## src/logic/boot_pkg.sv

```systemverilog
// Boot sequencer shared state encoding, status structs and reset timing constants
package boot_pkg;

  ////////////////////
  // Timing constants
  ////////////////////

  // Width of the minimum MCU reset counter
  localparam int MIN_MCU_RST_CNT_W  = 4;
  // MCU held in update reset for at least this many cycles
  localparam int MIN_MCU_RST_CYCLES = 2 ** MIN_MCU_RST_CNT_W;
  // Hitless update counter width, saturates at all ones
  localparam int HITLESS_CNT_W      = 8;

  ////////////////////
  // Boot FSM states
  ////////////////////

  typedef enum logic [3:0] {
    BOOT_IDLE             = 4'h0,
    BOOT_OTP_FC           = 4'h1,
    BOOT_LCC              = 4'h2,
    BOOT_BREAKPOINT_CHECK = 4'h3,
    BOOT_BREAKPOINT       = 4'h4,
    BOOT_MCU              = 4'h5,
    BOOT_WAIT_CPTRA_GO    = 4'h6,
    BOOT_CPTRA            = 4'h7,
    BOOT_WAIT_MCU_RST_REQ = 4'h8,
    BOOT_RST_MCU          = 4'h9,
    // Illegal encodings fall here
    BOOT_UNKNOWN          = 4'hF
  } boot_fsm_state_e;

  // SoC straps, after synchronization
  typedef struct packed {
    logic brkpoint;
    logic no_rom_config;
  } boot_cfg_t;

  // Why the last MCU reset happened
  typedef struct packed {
    logic fw_boot_upd;
    logic fw_hitless_upd;
    logic reset_once;
  } rst_reason_t;

  // Status word seen by the SoC
  typedef struct packed {
    boot_fsm_state_e          state;
    rst_reason_t              reason;
    logic [HITLESS_CNT_W-1:0] hitless_count;
  } boot_status_t;

endpackage

```

## src/logic/sync_2ff.sv

```systemverilog
// Two-flop synchronizer bringing asynchronous level inputs into the clk domain
`timescale 1ns/1ns

module sync_2ff #(
  parameter int WIDTH = 1
) (
  input  logic             clk,
  input  logic             mci_rst_b,
  input  logic [WIDTH-1:0] d_i,
  output logic [WIDTH-1:0] q_o
);

  // First stage may go metastable
  logic [WIDTH-1:0] meta_q;

  // Both stages clear to zero in reset
  always_ff @(posedge clk or negedge mci_rst_b) begin
    if (!mci_rst_b) begin
      meta_q <= '0;
      q_o    <= '0;
    end else begin
      meta_q <= d_i;
      q_o    <= meta_q;
    end
  end

endmodule

```

## src/logic/boot_seqr.sv

```systemverilog
// MCI boot sequencer walking fuse, lifecycle, MCU and Caliptra reset release
`timescale 1ns/1ns

module boot_seqr import boot_pkg::*; (
  input  logic            clk,
  input  logic            mci_rst_b,
  // Synchronized straps
  input  boot_cfg_t       cfg_i,
  // Fuse and lifecycle handshake, done already synchronized
  input  logic            fc_opt_done_i,
  input  logic            lc_done_i,
  output logic            fc_opt_init_o,
  output logic            lc_init_o,
  // Go signals, clk domain
  input  logic            bootfsm_go_i,
  input  logic            caliptra_boot_go_i,
  // Firmware update reset
  input  logic            mcu_rst_req_i,
  input  logic            mcu_sram_fw_lock_i,
  // Reset outputs
  output logic            mcu_rst_b_o,
  output logic            cptra_rst_b_o,
  // Status
  output boot_fsm_state_e boot_fsm_o,
  output rst_reason_t     rst_reason_o
);

  boot_fsm_state_e fsm_q;
  boot_fsm_state_e fsm_d;
  // Last state left, tells initial release from update return
  boot_fsm_state_e fsm_prev_q;

  logic fc_init_q;
  logic fc_init_d;
  logic lc_init_q;
  logic lc_init_d;
  logic mcu_rst_b_q;
  logic mcu_rst_b_d;
  logic cptra_rst_b_q;
  logic cptra_rst_b_d;

  rst_reason_t reason_q;
  rst_reason_t reason_d;

  logic [MIN_MCU_RST_CNT_W-1:0] min_rst_cnt_q;
  logic [MIN_MCU_RST_CNT_W-1:0] min_rst_cnt_d;
  logic                         min_rst_done_q;
  logic                         min_rst_done_d;

  ////////////////////
  // State registers
  ////////////////////

  always_ff @(posedge clk or negedge mci_rst_b) begin
    if (!mci_rst_b) begin
      fsm_q          <= BOOT_IDLE;
      fsm_prev_q     <= BOOT_IDLE;
      fc_init_q      <= 1'b0;
      lc_init_q      <= 1'b0;
      mcu_rst_b_q    <= 1'b0;
      cptra_rst_b_q  <= 1'b0;
      reason_q       <= '0;
      min_rst_cnt_q  <= '0;
      min_rst_done_q <= 1'b0;
    end else begin
      fsm_q          <= fsm_d;
      // Only update on a real transition
      if (fsm_d != fsm_q) begin
        fsm_prev_q <= fsm_q;
      end
      fc_init_q      <= fc_init_d;
      lc_init_q      <= lc_init_d;
      mcu_rst_b_q    <= mcu_rst_b_d;
      cptra_rst_b_q  <= cptra_rst_b_d;
      reason_q       <= reason_d;
      min_rst_cnt_q  <= min_rst_cnt_d;
      min_rst_done_q <= min_rst_done_d;
    end
  end

  ////////////////////
  // Next state
  ////////////////////

  always_comb begin
    fsm_d         = fsm_q;
    fc_init_d     = fc_init_q;
    lc_init_d     = lc_init_q;
    mcu_rst_b_d   = mcu_rst_b_q;
    cptra_rst_b_d = cptra_rst_b_q;
    reason_d      = reason_q;
    case (fsm_q)
      // Entered only through MCI reset, lasts one cycle
      BOOT_IDLE: fsm_d = BOOT_OTP_FC;
      BOOT_OTP_FC: begin
        // Init is a level and never drops
        fc_init_d = 1'b1;
        if (fc_opt_done_i) begin
          fsm_d = BOOT_LCC;
        end
      end
      BOOT_LCC: begin
        lc_init_d = 1'b1;
        if (lc_done_i) begin
          fsm_d = BOOT_BREAKPOINT_CHECK;
        end
      end
      BOOT_BREAKPOINT_CHECK: begin
        if (cfg_i.brkpoint) begin
          fsm_d = BOOT_BREAKPOINT;
        end else if (cfg_i.no_rom_config) begin
          fsm_d = BOOT_WAIT_CPTRA_GO;
        end else begin
          fsm_d = BOOT_MCU;
        end
      end
      BOOT_BREAKPOINT: begin
        // Debugger releases the sequence
        if (bootfsm_go_i) begin
          fsm_d = cfg_i.no_rom_config ? BOOT_WAIT_CPTRA_GO : BOOT_MCU;
        end
      end
      BOOT_MCU: begin
        mcu_rst_b_d = 1'b1;
        // Back from an update reset, Caliptra is already running
        fsm_d = (fsm_prev_q == BOOT_RST_MCU) ? BOOT_WAIT_MCU_RST_REQ : BOOT_WAIT_CPTRA_GO;
      end
      BOOT_WAIT_CPTRA_GO: begin
        if (caliptra_boot_go_i) begin
          fsm_d = BOOT_CPTRA;
        end
      end
      BOOT_CPTRA: begin
        cptra_rst_b_d = 1'b1;
        fsm_d         = BOOT_WAIT_MCU_RST_REQ;
      end
      BOOT_WAIT_MCU_RST_REQ: begin
        if (mcu_rst_req_i) begin
          fsm_d                   = BOOT_RST_MCU;
          // First reset is a boot update, later ones are hitless
          reason_d.fw_boot_upd    = !reason_q.reset_once;
          reason_d.fw_hitless_upd = reason_q.reset_once;
        end
      end
      BOOT_RST_MCU: begin
        mcu_rst_b_d         = 1'b0;
        reason_d.reset_once = 1'b1;
        // Release once hold time is met and new image is locked
        if (min_rst_done_q && mcu_sram_fw_lock_i) begin
          fsm_d = BOOT_MCU;
        end
      end
      default: fsm_d = BOOT_UNKNOWN;
    endcase
  end

  ////////////////////
  // Min reset counter
  ////////////////////

  always_comb begin
    min_rst_cnt_d  = min_rst_cnt_q;
    min_rst_done_d = min_rst_done_q;
    // Restart on entry into update reset
    if ((fsm_d == BOOT_RST_MCU) && (fsm_q != BOOT_RST_MCU)) begin
      min_rst_cnt_d  = '0;
      min_rst_done_d = 1'b0;
    end else if (fsm_q == BOOT_RST_MCU) begin
      if (min_rst_cnt_q != MIN_MCU_RST_CNT_W'(MIN_MCU_RST_CYCLES - 1)) begin
        min_rst_cnt_d = min_rst_cnt_q + MIN_MCU_RST_CNT_W'(1);
      end else begin
        min_rst_done_d = 1'b1;
      end
    end
  end

  assign fc_opt_init_o = fc_init_q;
  assign lc_init_o     = lc_init_q;
  assign mcu_rst_b_o   = mcu_rst_b_q;
  assign cptra_rst_b_o = cptra_rst_b_q;
  assign boot_fsm_o    = fsm_q;
  assign rst_reason_o  = reason_q;

  ////////////////////
  // Assertions
  ////////////////////

  // State stays a legal, known encoding
  a_fsm_known: assert property (@(posedge clk) disable iff (!mci_rst_b)
    !$isunknown(boot_fsm_o) && (boot_fsm_o != BOOT_UNKNOWN));

  // Caliptra is never put back into reset by firmware updates
  a_cptra_stays_up: assert property (@(posedge clk) disable iff (!mci_rst_b)
    cptra_rst_b_o |=> cptra_rst_b_o);

endmodule

```

## src/logic/mcu_rst_req_port.sv

```systemverilog
// Four-phase req/ack port turning firmware MCU reset requests into sequencer pulses
`timescale 1ns/1ns

module mcu_rst_req_port import boot_pkg::*; (
  input  logic            clk,
  input  logic            mci_rst_b,
  // Requester side
  input  logic            fw_rst_req_i,
  output logic            fw_rst_ack_o,
  // Sequencer side
  input  boot_fsm_state_e boot_fsm_i,
  input  logic            mcu_rst_b_i,
  output logic            mcu_rst_req_o
);

  typedef enum logic [1:0] {
    REQ_IDLE,
    REQ_PENDING,
    REQ_IN_RST,
    REQ_ACKED
  } req_state_e;

  req_state_e state_q;
  req_state_e state_d;
  // MCU reset has been seen low during this request
  logic       seen_low_q;
  logic       seen_low_d;
  logic       seqr_ready;

  // Sequencer only listens in this state
  assign seqr_ready = (boot_fsm_i == BOOT_WAIT_MCU_RST_REQ);

  always_ff @(posedge clk or negedge mci_rst_b) begin
    if (!mci_rst_b) begin
      state_q    <= REQ_IDLE;
      seen_low_q <= 1'b0;
    end else begin
      state_q    <= state_d;
      seen_low_q <= seen_low_d;
    end
  end

  always_comb begin
    state_d    = state_q;
    seen_low_d = seen_low_q;
    case (state_q)
      // New request only once ack is low again
      REQ_IDLE: if (fw_rst_req_i) state_d = REQ_PENDING;
      // Hold pending while the sequencer is still booting
      REQ_PENDING: begin
        if (seqr_ready) begin
          state_d    = REQ_IN_RST;
          seen_low_d = 1'b0;
        end
      end
      REQ_IN_RST: begin
        if (!mcu_rst_b_i) begin
          seen_low_d = 1'b1;
        end else if (seen_low_q) begin
          state_d = REQ_ACKED;
        end
      end
      REQ_ACKED: if (!fw_rst_req_i) state_d = REQ_IDLE;
      default:   state_d = REQ_IDLE;
    endcase
  end

  // Single pulse, state leaves PENDING on the same edge
  assign mcu_rst_req_o = (state_q == REQ_PENDING) && seqr_ready;
  assign fw_rst_ack_o  = (state_q == REQ_ACKED);

  a_req_one_cycle: assert property (@(posedge clk) disable iff (!mci_rst_b)
    mcu_rst_req_o |=> !mcu_rst_req_o);

  // Requester must hold req until the update completes
  a_ack_needs_req: assert property (@(posedge clk) disable iff (!mci_rst_b)
    $rose(fw_rst_ack_o) |-> fw_rst_req_i);

endmodule

```

## src/logic/rst_reason_log.sv

```systemverilog
// Reset reason tracking with a saturating count of hitless MCU updates
`timescale 1ns/1ns

module rst_reason_log import boot_pkg::*; (
  input  logic                     clk,
  input  logic                     mci_rst_b,
  input  rst_reason_t              rst_reason_i,
  input  boot_fsm_state_e          boot_fsm_i,
  output logic [HITLESS_CNT_W-1:0] hitless_count_o
);

  // Previous cycle state, for entry detection
  boot_fsm_state_e          fsm_prev_q;
  logic [HITLESS_CNT_W-1:0] hitless_cnt_q;
  logic                     rst_entry;
  logic                     cnt_sat;
  logic                     cnt_inc;

  ////////////////////
  // Entry detect
  ////////////////////

  // First cycle of an update reset
  assign rst_entry = (boot_fsm_i == BOOT_RST_MCU) && (fsm_prev_q != BOOT_RST_MCU);

  // Reason flags are updated on the same edge as the state
  assign cnt_sat = &hitless_cnt_q;
  assign cnt_inc = rst_entry && rst_reason_i.fw_hitless_upd && !cnt_sat;

  always_ff @(posedge clk or negedge mci_rst_b) begin
    if (!mci_rst_b) begin
      fsm_prev_q <= BOOT_IDLE;
    end else begin
      fsm_prev_q <= boot_fsm_i;
    end
  end

  ////////////////////
  // Hitless counter
  ////////////////////

  // Holds at all ones once full
  always_ff @(posedge clk or negedge mci_rst_b) begin
    if (!mci_rst_b) begin
      hitless_cnt_q <= '0;
    end else if (cnt_inc) begin
      hitless_cnt_q <= hitless_cnt_q + HITLESS_CNT_W'(1);
    end
  end

  assign hitless_count_o = hitless_cnt_q;

endmodule

```

## src/logic/mci_boot_top.sv

```systemverilog
// MCI boot block top joining input synchronizers, sequencer, reset port and reason log
`timescale 1ns/1ns

module mci_boot_top import boot_pkg::*; (
  input  logic         clk,
  input  logic         mci_rst_b,
  // Asynchronous inputs
  input  logic         fc_opt_done_i,
  input  logic         lc_done_i,
  input  boot_cfg_t    cfg_i,
  // Synchronous inputs
  input  logic         bootfsm_go_i,
  input  logic         caliptra_boot_go_i,
  input  logic         mcu_sram_fw_lock_i,
  // Firmware reset handshake
  input  logic         fw_rst_req_i,
  output logic         fw_rst_ack_o,
  // Init and reset outputs
  output logic         fc_opt_init_o,
  output logic         lc_init_o,
  output logic         mcu_rst_b_o,
  output logic         cptra_rst_b_o,
  output boot_status_t status_o
);

  logic                     fc_done_sync;
  logic                     lc_done_sync;
  boot_cfg_t                cfg_sync;
  boot_fsm_state_e          boot_fsm;
  rst_reason_t              rst_reason;
  logic                     mcu_rst_req;
  logic [HITLESS_CNT_W-1:0] hitless_count;

  ////////////////////
  // Synchronizers
  ////////////////////

  sync_2ff #(.WIDTH(1)) u_sync_fc_done (
    .clk       (clk),
    .mci_rst_b (mci_rst_b),
    .d_i       (fc_opt_done_i),
    .q_o       (fc_done_sync)
  );

  sync_2ff #(.WIDTH(1)) u_sync_lc_done (
    .clk       (clk),
    .mci_rst_b (mci_rst_b),
    .d_i       (lc_done_i),
    .q_o       (lc_done_sync)
  );

  // Strap pair kept together as one bus
  sync_2ff #(.WIDTH($bits(boot_cfg_t))) u_sync_cfg (
    .clk       (clk),
    .mci_rst_b (mci_rst_b),
    .d_i       (cfg_i),
    .q_o       (cfg_sync)
  );

  ////////////////////
  // Sequencer
  ////////////////////

  boot_seqr u_boot_seqr (
    .clk                (clk),
    .mci_rst_b          (mci_rst_b),
    .cfg_i              (cfg_sync),
    .fc_opt_done_i      (fc_done_sync),
    .lc_done_i          (lc_done_sync),
    .fc_opt_init_o      (fc_opt_init_o),
    .lc_init_o          (lc_init_o),
    .bootfsm_go_i       (bootfsm_go_i),
    .caliptra_boot_go_i (caliptra_boot_go_i),
    .mcu_rst_req_i      (mcu_rst_req),
    .mcu_sram_fw_lock_i (mcu_sram_fw_lock_i),
    .mcu_rst_b_o        (mcu_rst_b_o),
    .cptra_rst_b_o      (cptra_rst_b_o),
    .boot_fsm_o         (boot_fsm),
    .rst_reason_o       (rst_reason)
  );

  // Port watches the MCU reset it causes
  mcu_rst_req_port u_mcu_rst_req_port (
    .clk           (clk),
    .mci_rst_b     (mci_rst_b),
    .fw_rst_req_i  (fw_rst_req_i),
    .fw_rst_ack_o  (fw_rst_ack_o),
    .boot_fsm_i    (boot_fsm),
    .mcu_rst_b_i   (mcu_rst_b_o),
    .mcu_rst_req_o (mcu_rst_req)
  );

  rst_reason_log u_rst_reason_log (
    .clk             (clk),
    .mci_rst_b       (mci_rst_b),
    .rst_reason_i    (rst_reason),
    .boot_fsm_i      (boot_fsm),
    .hitless_count_o (hitless_count)
  );

  assign status_o = '{state: boot_fsm, reason: rst_reason, hitless_count: hitless_count};

endmodule

```

## config.mk

```make
export PLATFORM = sky130hd
export DESIGN_NAME = mci_boot_top
export DESIGN_NICKNAME = d
export VERILOG_FILES = /design/src/logic/boot_pkg.sv /design/src/logic/sync_2ff.sv /design/src/logic/boot_seqr.sv /design/src/logic/mcu_rst_req_port.sv /design/src/logic/rst_reason_log.sv /design/src/logic/mci_boot_top.sv
export SDC_FILE = /design/constraint.sdc
export NUM_CORES = 1
export LEC_CHECK = 0
export BUFFER_PORTS_ARGS = -buffer_cell sky130_fd_sc_hd__buf_2
export CAP_MARGIN = 20
export CORE_MARGIN = 2
export CORE_UTILIZATION = 34
export DETAILED_ROUTE_END_ITERATION = 10
export PLACE_DENSITY = 0.61
export SETUP_SLACK_MARGIN = 0.4
export SKIP_CTS_REPAIR_TIMING = 1
export SYNTH_ARGS = -nofsm -noshare
export SYNTH_HDL_FRONTEND = slang
export SYNTH_SLANG_ARGS = --single-unit
```

## constraint.sdc

```tcl
create_clock -name clk -period 2.1 [get_ports clk]
set_clock_uncertainty 0.2 [all_clocks]
set_input_delay 0.315 -clock clk [delete_from_list [all_inputs] [get_ports clk]]
set_output_delay 0.315 -clock clk [all_outputs]
set_load 0.01 [all_outputs]
```

---- Word-level counts from Yosys, hierarchy flattened ----
Cells that the tools add are included.
storage, ports and cells
  register bits after elaboration ......... 43
  input bits .............................. 10
  output and inout bits ................... 20
  logic and storage cells ................. 94
operators by class
  add/sub/neg operators ................... 2
  eq/ne operators ......................... 25
  muxes and demuxes ....................... 26
  reductions and logical operators ........ 20
operator list
  cell                                                                      count
  4-bit two-way mux                                                         11
  4-bit one-hot mux with 10 select lines                                    1
  4-bit by 3-bit == test with 1-bit output (second input constant)          4
  4-bit == test (second input constant)                                     4
  2-bit two-way mux                                                         6
  4-bit inequality test (second input constant)                             3
  8-bit by 1-bit adder with 8-bit output (second input constant)            1
  4-bit by 2-bit == test with 1-bit output (second input constant)          2
  2-bit inequality test (second input constant)                             4
  2-bit one-hot mux with 4 select lines                                     1
  8-bit AND reduction                                                       1
  2-bit nonzero test                                                        4
  1-bit logical AND                                                         6
  2-bit by 1-bit inequality test with 1-bit output (second input constant)  3
  2-bit AND reduction                                                       3
  1-bit two-way mux                                                         5
  5-bit AND reduction                                                       1
  4-bit by 1-bit adder with 4-bit output (second input constant)            1
  2-bit == test (second input constant)                                     2
  4-bit by 1-bit == test with 1-bit output (second input constant)          1
  4-bit logical NOT                                                         1
  4-bit inequality test                                                     1
  1-bit one-hot mux with 2 select lines                                     2
  3-bit AND reduction                                                       1
  other kinds (3)                                                           4

---- Logic depth before layout (Yosys ltp) ----
Gate-level depths: netlist of run 1.
  depth in word-level cells ............... 8
  depth in mapped cells ................... 8
  gate-level depth less buffers ........... 7

---- By module ----
From an unflattened synthesis of run 1, not the netlist that was laid out.
second synthesis, totals
  cells, all modules ...................... 190
  area total of the unflattened synthesis .. 2108.3 sq um
modules (own cells, without submodules)
  module                          instances  cells each  area each (sq um)  seq. area each (sq um)
  boot_seqr                       1          117         1116.1             500.5
  rst_reason_log                  1          44          554.3              300.3
  mcu_rst_req_port                1          21          237.7              75.1
  sync_2ff at u_sync_cfg          1          4           100.1              100.1
  sync_2ff at u_sync_fc_done ...  2          2           50.0               50.0

---- Worst setup path after synthesis of run 1 ----
No wires, ideal clock.
  kind .................................... reg2reg
  from .................................... register u_boot_seqr.fsm_q[1], in the netlist u_boot_seqr.boot_fsm_o[1]
  to ...................................... register u_boot_seqr.fsm_prev_q[0]
  setup time .............................. 0.125 ns
  arrival time ............................ 1.923 ns
  required time ........................... 1.775 ns
  path slack .............................. -0.148 ns
  stages on the path, launching flop included .. 8
  buffers on the path ..................... 1
  clock period less this slack ............ 2.248 ns
  path through ............................ dfrtp_1 > buf_6 > nor4b_4 > a211oi_1 > a211o_1 > a22o_1 > and3_4 > mux2_4
between the ends
  cells in the longest elaborated chain, start to end .. 5
  elaborated cells on any way between the ends .. 19
  those cells by class .................... 10 x eq/ne; 7 x mux; 2 x reduce/logical
RTL lines
  element                                 line                                     RTL
  from (decl)                             boot_seqr.sv:28                          boot_fsm_state_e fsm_q;
  from (signal assigned)                  boot_seqr.sv:66                          fsm_q <= fsm_d;
  4-bit == test                           boot_seqr.sv:92, mcu_rst_req_port.sv:31
  1-bit logical AND                       mcu_rst_req_port.sv:69                   assign mcu_rst_req_o = (state_q == REQ_PENDING) && seqr_ready;
  4-bit two-way mux                       boot_seqr.sv:138                         if (mcu_rst_req_i) begin
  4-bit one-hot mux with 10 select lines  boot_seqr.sv:92                          case (fsm_q)
  4-bit inequality test *                 boot_seqr.sv:68                          if (fsm_d != fsm_q) begin
  to (signal assigned)                    boot_seqr.sv:69                          fsm_prev_q <= fsm_q;
  to (decl)                               boot_seqr.sv:31                          boot_fsm_state_e fsm_prev_q;
Mark *: on every way between the ends. The rest lies on a longest branch, timed or not.
A chain may end at the register's enable or synchronous reset.

---- Worst setup path after layout of run 1 ----
  from .................................... register u_boot_seqr.fsm_q[2], in the netlist u_boot_seqr.boot_fsm_o[2]
  to ...................................... register u_boot_seqr.fsm_prev_q[3]
The elaborated chain is that of the path after synthesis.

==> flow_metrics.env, run 1 <==
export IMPL_synth_xor_area_share_pct=3.05
export IMPL_p_leak_nw=1.30
export IMPL_h_tree_depth=2
export IMPL_hold_path_class="register to register"
export IMPL_fp_dieW_um=80.9
export IMPL_cp_arrival_ns=2.15
export IMPL_clock_path_buffers=2
export IMPL_critPathTopFamily="compound AO/OA/AOI/OAI gates"
export IMPL_fmax_mhz=462
export IMPL_gp_congestion=0.892
export IMPL_numCtsBuffers=5
export IMPL_ys_warnings_count=0
export IMPL_portBuffers=29
export IMPL_hold_end="u_sync_cfg.q_o[1]$_DFF_PN0_"
export IMPL_fin_crit_sh_pct=103
export IMPL_r2r_slack_ns=-0.07
export IMPL_wl_met3_um=217
export IMPL_rr_endpoint="u_boot_seqr.fsm_prev_q[3]$_DFFE_PN0P_"
export IMPL_grt_max_degree=33
export IMPL_whs_path_depth=0
export IMPL_final_cell_mix="dfrtp_1 (40), buf_4 (30), buf_2 (29)"
export IMPL_synth_area_um2=2010
export IMPL_grt_pass1_wl_um=7020
export IMPL_synth_cell_type_count=51
export IMPL_ys_top_cells_by_area="dfrtp_1 (54%), nand2_1 (4.7%), ha_1 (3.7%)"
export IMPL_via_per_inst=5.04
export IMPL_synth_top_family_by_area="simple AND/OR/NAND/NOR gates"
export IMPL_async_flop_share_pct=100
export IMPL_startpoint_type="register"
export IMPL_area_growth_pct=37.7
export IMPL_drt_iter0_markers=96
export IMPL_powerDensity_nw_per_um2=638
export IMPL_yosysTopAreaCellShare_pct=53.5
export IMPL_hold_ws_ns=0.153
export IMPL_drc=0
export IMPL_crit_type="register to register"
export IMPL_p_sw_share_pct=24.5
export IMPL_grt_usage_pct=14.3
export IMPL_synthCells=182
export IMPL_synth_edf_count=0
export IMPL_ys_seq_area_share_pct=53.5
export IMPL_r2r_cells=6
export IMPL_cts_tree="done"
export IMPL_wl_met2_um=2020
export IMPL_syn_num_nets=198
export IMPL_drt_pass1_iterations=4
export IMPL_vias=1629
export IMPL_routed_wl_um=4430
export IMPL_cp_required_ns=2.08
export IMPL_switchingPower_w=0.000433
export IMPL_power_w=0.00177
export IMPL_routedWlPerCell_um=13.7
export IMPL_die_y_um=80.9
export IMPL_slowest_stage="dfrtp_2"
export IMPL_hold_path_startpoint="u_sync_cfg.meta_q[1]$_DFF_PN0_"
export IMPL_final_common_cell="dfrtp_1"
export IMPL_rsz0062_at_grt="true"
export IMPL_synth_compound_area_share_pct=16.6
export IMPL_clk_latency_ns=0.29
export IMPL_p_int_w=0.00133
export IMPL_clock_sinks=43
export IMPL_worst_path_buf_inv=0
export IMPL_num_rows=27
export IMPL_cts_root_buffer="clkbuf_8"
export IMPL_overflow=0
export IMPL_clkPwrFrac_pct=35.2
export IMPL_grt_pass1_vias=1497
export IMPL_worstMarginPinSlew_ns=0.697
export IMPL_synth_ff_type="dfrtp_1"
export IMPL_multiInputGateArea_um2=992
export IMPL_fillerInstances=543
export IMPL_violations="negative setup slack"
export IMPL_vdd_ir_drop_max_uv=336
export IMPL_start_util_pct=35.8
export IMPL_hold_viol=0
export IMPL_worstSetupEndpointType="register"
export IMPL_dieArea_um2=6540
export IMPL_fin_nets=267
export IMPL_slew_violations=0
export IMPL_final_util_pct=49.4
export IMPL_pin_count=30
export IMPL_core_area_um2=5610
export IMPL_top_layer_used="met4"
export IMPL_setup_viol=2
export IMPL_seq_power_share_pct=50.7
export IMPL_yosys_area_share_simple_pct=16.9
export IMPL_period_minus_slack_ns=2.17
export IMPL_cap_viol_max_count=0
export IMPL_routedLengthMet1_um=2100
export IMPL_layout_setup_ws_ns=-0.0656
export IMPL_drive_above_1_share_pct=40.2
export IMPL_status="complete, but fails checks"
export IMPL_antenna_found_initial=0
export IMPL_pwr_share_comb_pct=14.1
export IMPL_yosys_area_share_adder_pct=3.74
export IMPL_syn_area_per_cell_um2=11.0
export IMPL_critPathMaxFanout=6
export IMPL_muxShareOfSynthArea_pct=3.18
export IMPL_slew_headroom_pct=53.5
export IMPL_drtAntennaViolNets=0
export IMPL_synth_seq_cells=43
export IMPL_fin_tns_setup_ns=-0.126
export IMPL_path_cells="nor4b_4 > a211oi_2 > a211o_1 > a22o_4 > and3_4 > mux2_4"
export IMPL_n_antenna_cell=0
export IMPL_dp_hpwl_um=3130
export IMPL_crit_reg2reg_launch="u_boot_seqr.boot_fsm_o[2]$_DFF_PN0_"
export IMPL_seq_area_um2=1080
export IMPL_max_stage_delay_ns=0.48
export IMPL_path_clk_slew_ns=0.08
export IMPL_synth_area_leader_cell="dfrtp_1"
registers in the layout, indices dropped and copies added, names as in the netlist, 2 cells and up:
name and cells:
u_mcu_rst_req_port.state_q 2, u_boot_seqr.boot_fsm_o 4, u_sync_cfg.meta_q 2, u_boot_seqr.rst_reason_o 3, u_boot_seqr.fsm_prev_q 4, u_rst_reason_log.fsm_prev_q 4
u_sync_cfg.q_o 2, u_rst_reason_log.hitless_count_o 8, u_boot_seqr.min_rst_cnt_q 4
metrics by stage:
stage	instance area (µm²)	worst slack (ns)	std cells
2_1_floorplan	2060	-0.0750	182
3_3_place_gp	2430	0.00104	301
3_5_place_dp	2430	-0.0458	301
4_1_cts	2530	-0.0657	308
5_1_grt	2770	-0.124	323
6_report	2770	-0.0656	323
routing by layer:
layer / track usage [%] / vias to the layer above
met5: 0 / -
met4: 6.78 / 0
met1: 19.4 / 777
met2: 21.6 / 50
met3: 3.22 / 7
li1: - / 795
layout make-up:
type	count	area share, %
clock buffer	5	2.49
clock inverter	2	1.36
inverter	6	0.814
tap	72	3.25
sequential	43	39.0
multi-input combinational	126	35.8
timing repair buffer	69	17.2
cells in the mapped netlist, types with 3 or more instances:
master	instances
xnor2_1	6
a31oi_1	5
and2_1	3
inv_1	6
nor2b_1	3
a21oi_1	7
ha_1	6
o21ai_0	10
clkbuf_1	3
nand2b_1	5
dfrtp_1	43
nor2_1	3
and3_1	3
nand3_1	5
nand4_1	3
o21a_1	3
buf_2	3
nand2_1	25
worst max-delay path by stage:
stage,startpoint,slack [ns],cells after the start,endpoint
after floorplan,u_boot_seqr.boot_fsm_o[2]$_DFF_PN0_,-0.08,7,u_boot_seqr.fsm_prev_q[0]$_DFFE_PN0P_
after global placement,u_boot_seqr.boot_fsm_o[2]$_DFF_PN0_,0.001,6,u_boot_seqr.fsm_prev_q[3]$_DFFE_PN0P_
after detailed placement,u_boot_seqr.boot_fsm_o[2]$_DFF_PN0_,-0.05,6,u_boot_seqr.fsm_prev_q[0]$_DFFE_PN0P_
after CTS,u_boot_seqr.boot_fsm_o[2]$_DFF_PN0_,-0.07,6,u_boot_seqr.fsm_prev_q[3]$_DFFE_PN0P_
after global routing,u_boot_seqr.boot_fsm_o[0]$_DFF_PN0_,-0.12,6,u_boot_seqr.fsm_prev_q[3]$_DFFE_PN0P_
final,u_boot_seqr.boot_fsm_o[2]$_DFF_PN0_,-0.07,6,u_boot_seqr.fsm_prev_q[3]$_DFFE_PN0P_
worst reg2reg max path: cells and delay by family (launching register included):
kind / cells / cell delay (ns)
AOI/OAI and AO/OA: 3 / 0.61
DFF: 1 / 0.48
muxes: 1 / 0.29
and+or+nand+nor: 2 / 0.48
power by group through the flow:
stage,clock [W],sequential [W],combinational (W)
floorplan,0,0.000907,0.000153
global placement,0,0.000912,0.000227
detailed placement,0,0.000913,0.000226
CTS,0.000648,0.000896,0.000230
global route,0.000685,0.000902,0.000284
finish,0.000622,0.000896,0.000248
logic make-up (layout without fill, tap and decap cells):
kind of cell	Yosys count	in the layout
simple gates	60	60
compound gates	48	48
flops	43	43
buf+inv	13	82
xor+xnor	7	7
fa+ha+maj	6	6
mux	5	5
Power figures use the tool's default switching activity.
==> inputs of run 2 (changes only) <==
- ABC_AREA: default -> 1
- BUFFER_PORTS_ARGS: -buffer_cell sky130_fd_sc_hd__buf_2 -> -buffer_cell sky130_fd_sc_hd__buf_4
==> run 2 against run 1 <==
Compared with the run above:
- critical path depth up 5
- the run now ends clean
- final area grew 1.1%
- maximum frequency is 18% higher
- largest power group unchanged
- core utilization down 1.5 points
- critical path type unchanged
- highest routed layer unchanged
- setup slack better by 0.32 ns
- die area grew 0.83%
- synthesized area rose by 0.87%
- via count increased by 3.7%
- sequential cell count is the same
- final cell count grew 11%
- synthesized cell count increased by 23%
- largest cell class unchanged
==> flow_metrics.env, run 2 <==
export IMPL_vdd_ir_drop_max_uv=411
export IMPL_hold_ws_ns=0.153
export IMPL_slowest_stage="dfrtp_2"
export IMPL_met2_usage_pct=21.0
export IMPL_clk_latency_ns=0.30
export IMPL_synth_compound_area_share_pct=6.54
export IMPL_critPathMaxFanout=5
export IMPL_synth_area_um2=2030
export IMPL_ys_top_cells_by_area="dfrtp_1 (53%), nand2_1 (10%), nand3_1 (4.0%)"
export IMPL_numCtsBuffers=5
export IMPL_die_y_um=81.2
export IMPL_largest_reg_flops=8
export IMPL_busiest_layer="met2"
export IMPL_dp_cells=327
export IMPL_powerDensity_nw_per_um2=639
export IMPL_yosys_area_share_simple_pct=27.7
export IMPL_synth_cell_type_count=30
export IMPL_gp_congestion=0.820
export IMPL_routed_wl_um=4370
export IMPL_cp_arrival_ns=1.83
export IMPL_dp_hpwl_um=2890
export IMPL_rsz0062_at_grt="true"
export IMPL_slew_headroom_pct=64.1
export IMPL_place_area_um2=2350
export IMPL_clock_path_buffers=2
export IMPL_pre_cts_ws_ns=0.0944
export IMPL_synth_ff_type="dfrtp_1"
export IMPL_p_int_w=0.00134
export IMPL_drtAntennaViolNets=0
export IMPL_use_met3_pct=4.44
export IMPL_h_tree_depth=2
export IMPL_switchingPower_w=0.000446
export IMPL_max_stage_delay_ns=0.43
export IMPL_synth_common_cells="nand2_1 (55), dfrtp_1 (43), nor2_1 (20), inv_1 (19), nand3_1 (16)"
export IMPL_n_antenna_cell=0
export IMPL_cp_required_ns=2.08
export IMPL_portBuffers=29
export IMPL_final_cell_mix="nand2_1 (47), buf_4 (43), dfrtp_1 (39)"
export IMPL_grt_max_degree=44
export IMPL_fin_tns_setup_ns=0
export IMPL_yosysMostFrequentCell="nand2_1"
export IMPL_pwr_share_comb_pct=15.4
export IMPL_muxShareOfSynthArea_pct=0
export IMPL_synth_xor_area_share_pct=3.46
export IMPL_via_per_inst=4.72
export IMPL_fin_crit_sh_pct=87.7
export IMPL_use_met1_pct=17.2
export IMPL_path_cells="buf_6 > buf_6 > nor2_2 > nor2_1 > nor2_2 > and2_4 > nand3_1 > nand2_2 > nand3_4 > nand2_1 > nand2_1"
export IMPL_ys_warnings_count=0
export IMPL_vias=1690
export IMPL_period_minus_slack_ns=1.84
export IMPL_yosys_area_share_adder_pct=3.70
export IMPL_cts_tree="done"
export IMPL_path_clk_slew_ns=0.07
export IMPL_startpoint_type="register"
export IMPL_grt_usage_pct=13.5
export IMPL_status="finished clean"
export IMPL_cap_viol_max_count=0
export IMPL_pin_count=30
export IMPL_drt_pass1_iterations=4
export IMPL_final_area_um2=2800
export IMPL_async_flop_share_pct=100
export IMPL_hold_path_class="register to register"
export IMPL_fp_dieW_um=81.2
export IMPL_slew_violations=0
export IMPL_setup_viol=0
export IMPL_p_sw_share_pct=25.0
export IMPL_dieArea_um2=6600
export IMPL_crit_type="register to register"
export IMPL_hold_viol=0
export IMPL_ys_seq_area_share_pct=53.1
export IMPL_seq_power_share_pct=49.9
export IMPL_fin_nets=299
export IMPL_fmax_mhz=543
export IMPL_clock_sinks=43
export IMPL_antenna_found_initial=0
export IMPL_yosysTopAreaCellShare_pct=53.1
export IMPL_syn_num_nets=239
export IMPL_worstSetupEndpointType="register"
export IMPL_worstMarginPinSlew_ns=0.539
export IMPL_synth_top_family_by_area="simple AND/OR/NAND/NOR gates"
export IMPL_synth_seq_cells=43
export IMPL_p_leak_nw=1.37
export IMPL_syn_area_per_cell_um2=9.09
export IMPL_area_growth_pct=38.0
export IMPL_start_util_pct=34.6
export IMPL_synthCells=223
export IMPL_layout_setup_ws_ns=0.257
export IMPL_synth_area_leader_cell="dfrtp_1"
export IMPL_drc=0
export IMPL_clkPwrFrac_pct=34.7
export IMPL_fin_cells=358
export IMPL_grt_pass1_wl_um=6690
export IMPL_num_rows=28
export IMPL_routedWlPerCell_um=12.2
export IMPL_synth_edf_count=0
export IMPL_final_common_cell="nand2_1"
export IMPL_core_area_um2=5850
export IMPL_drive_above_1_share_pct=38.2
export IMPL_overflow=0
export IMPL_cts_root_buffer="clkbuf_8"
export IMPL_drt_iter0_markers=79
export IMPL_grt_pass1_vias=1473
-- run 2: cell types whose count changed after synthesis, sizes merged, moves of 4 or more --
cell	change
and3	-4
a31oi	-5
inv	+15
nor2	+23
nand3	+14
or2	+4
nand2b	-5
mux2	-5
nand2	+35
-- run 2: area by class of cell --
class	count	area, µm²
fillers	564	3050
flip-flops and latches	43	1080
multi-input cells	155	982
repair buffers	55	439
inverters	23	98.8
well taps	75	93.8
clock buffers	6	72.6
clock inverters	1	30.0
-- run 2: kinds of logic after synthesis --
family,after synthesis
DFF,43
and+or+nand+nor,119
AOI/OAI and AO/OA,22
adders and majority gates,6
buffers and inverters,25
xor gates and xnor gates,8
-- run 2: through the flow --
stage	utilization, %	power [W]
2_1_floorplan	-	0.00106
3_3_place_gp	40.2	0.00114
3_5_place_dp	40.2	0.00114
4_1_cts	41.9	0.00177
5_1_grt	47.8	0.00189
6_report	47.8	0.00179
-- run 2: final timing paths --
path	startpoint	slack, ns	to	cells past startpoint
max in group asynchronous	mci_rst_b	0.95	u_boot_seqr.boot_fsm_o[2]$_DFF_PN0_	2
hold / removal	u_sync_cfg.meta_q[0]$_DFF_PN0_	0.15	u_sync_cfg.q_o[0]$_DFF_PN0_	0
hold reg to reg	u_sync_cfg.meta_q[0]$_DFF_PN0_	0.15	u_sync_cfg.q_o[0]$_DFF_PN0_	0
setup reg to reg	u_boot_seqr.boot_fsm_o[2]$_DFF_PN0_	0.26	u_boot_seqr.fsm_prev_q[1]$_DFFE_PN0P_	11
min in group asynchronous	mci_rst_b	0.34	u_rst_reason_log.hitless_count_o[4]$_DFFE_PN0P_	2
setup / recovery	u_boot_seqr.boot_fsm_o[2]$_DFF_PN0_	0.26	u_boot_seqr.fsm_prev_q[1]$_DFFE_PN0P_	11
-- run 2: per-layer routing --
| metal | up-vias | wire (µm) | part of all wire (%) |
|---|---|---|---|
| li1 | 840 | - | - |
| met1 | 799 | 2000 | 46 |
| met2 | 45 | 2060 | 47 |
| met3 | 6 | 247 | 5.6 |
| met4 | 0 | 61 | 1.4 |
| met5 | - | 0 | 0 |
-- run 2: power by group through the flow --
stage / combinational [W] / sequential (W) / clock [W]
final: 0.000275 / 0.000892 / 0.000620
after global routing: 0.000313 / 0.000898 / 0.000683
after detailed placement: 0.000233 / 0.000910 / 0
after floorplan: 0.000161 / 0.000903 / 0
after global placement: 0.000228 / 0.000908 / 0
after CTS: 0.000234 / 0.000893 / 0.000642
-- run 2: worst max-delay path, delay by kind of cell, from the launching register on --
kind	cells	cell delay, ns
and+or+nand+nor	9	0.85
DFF	1	0.43
buffers and inverters	2	0.25
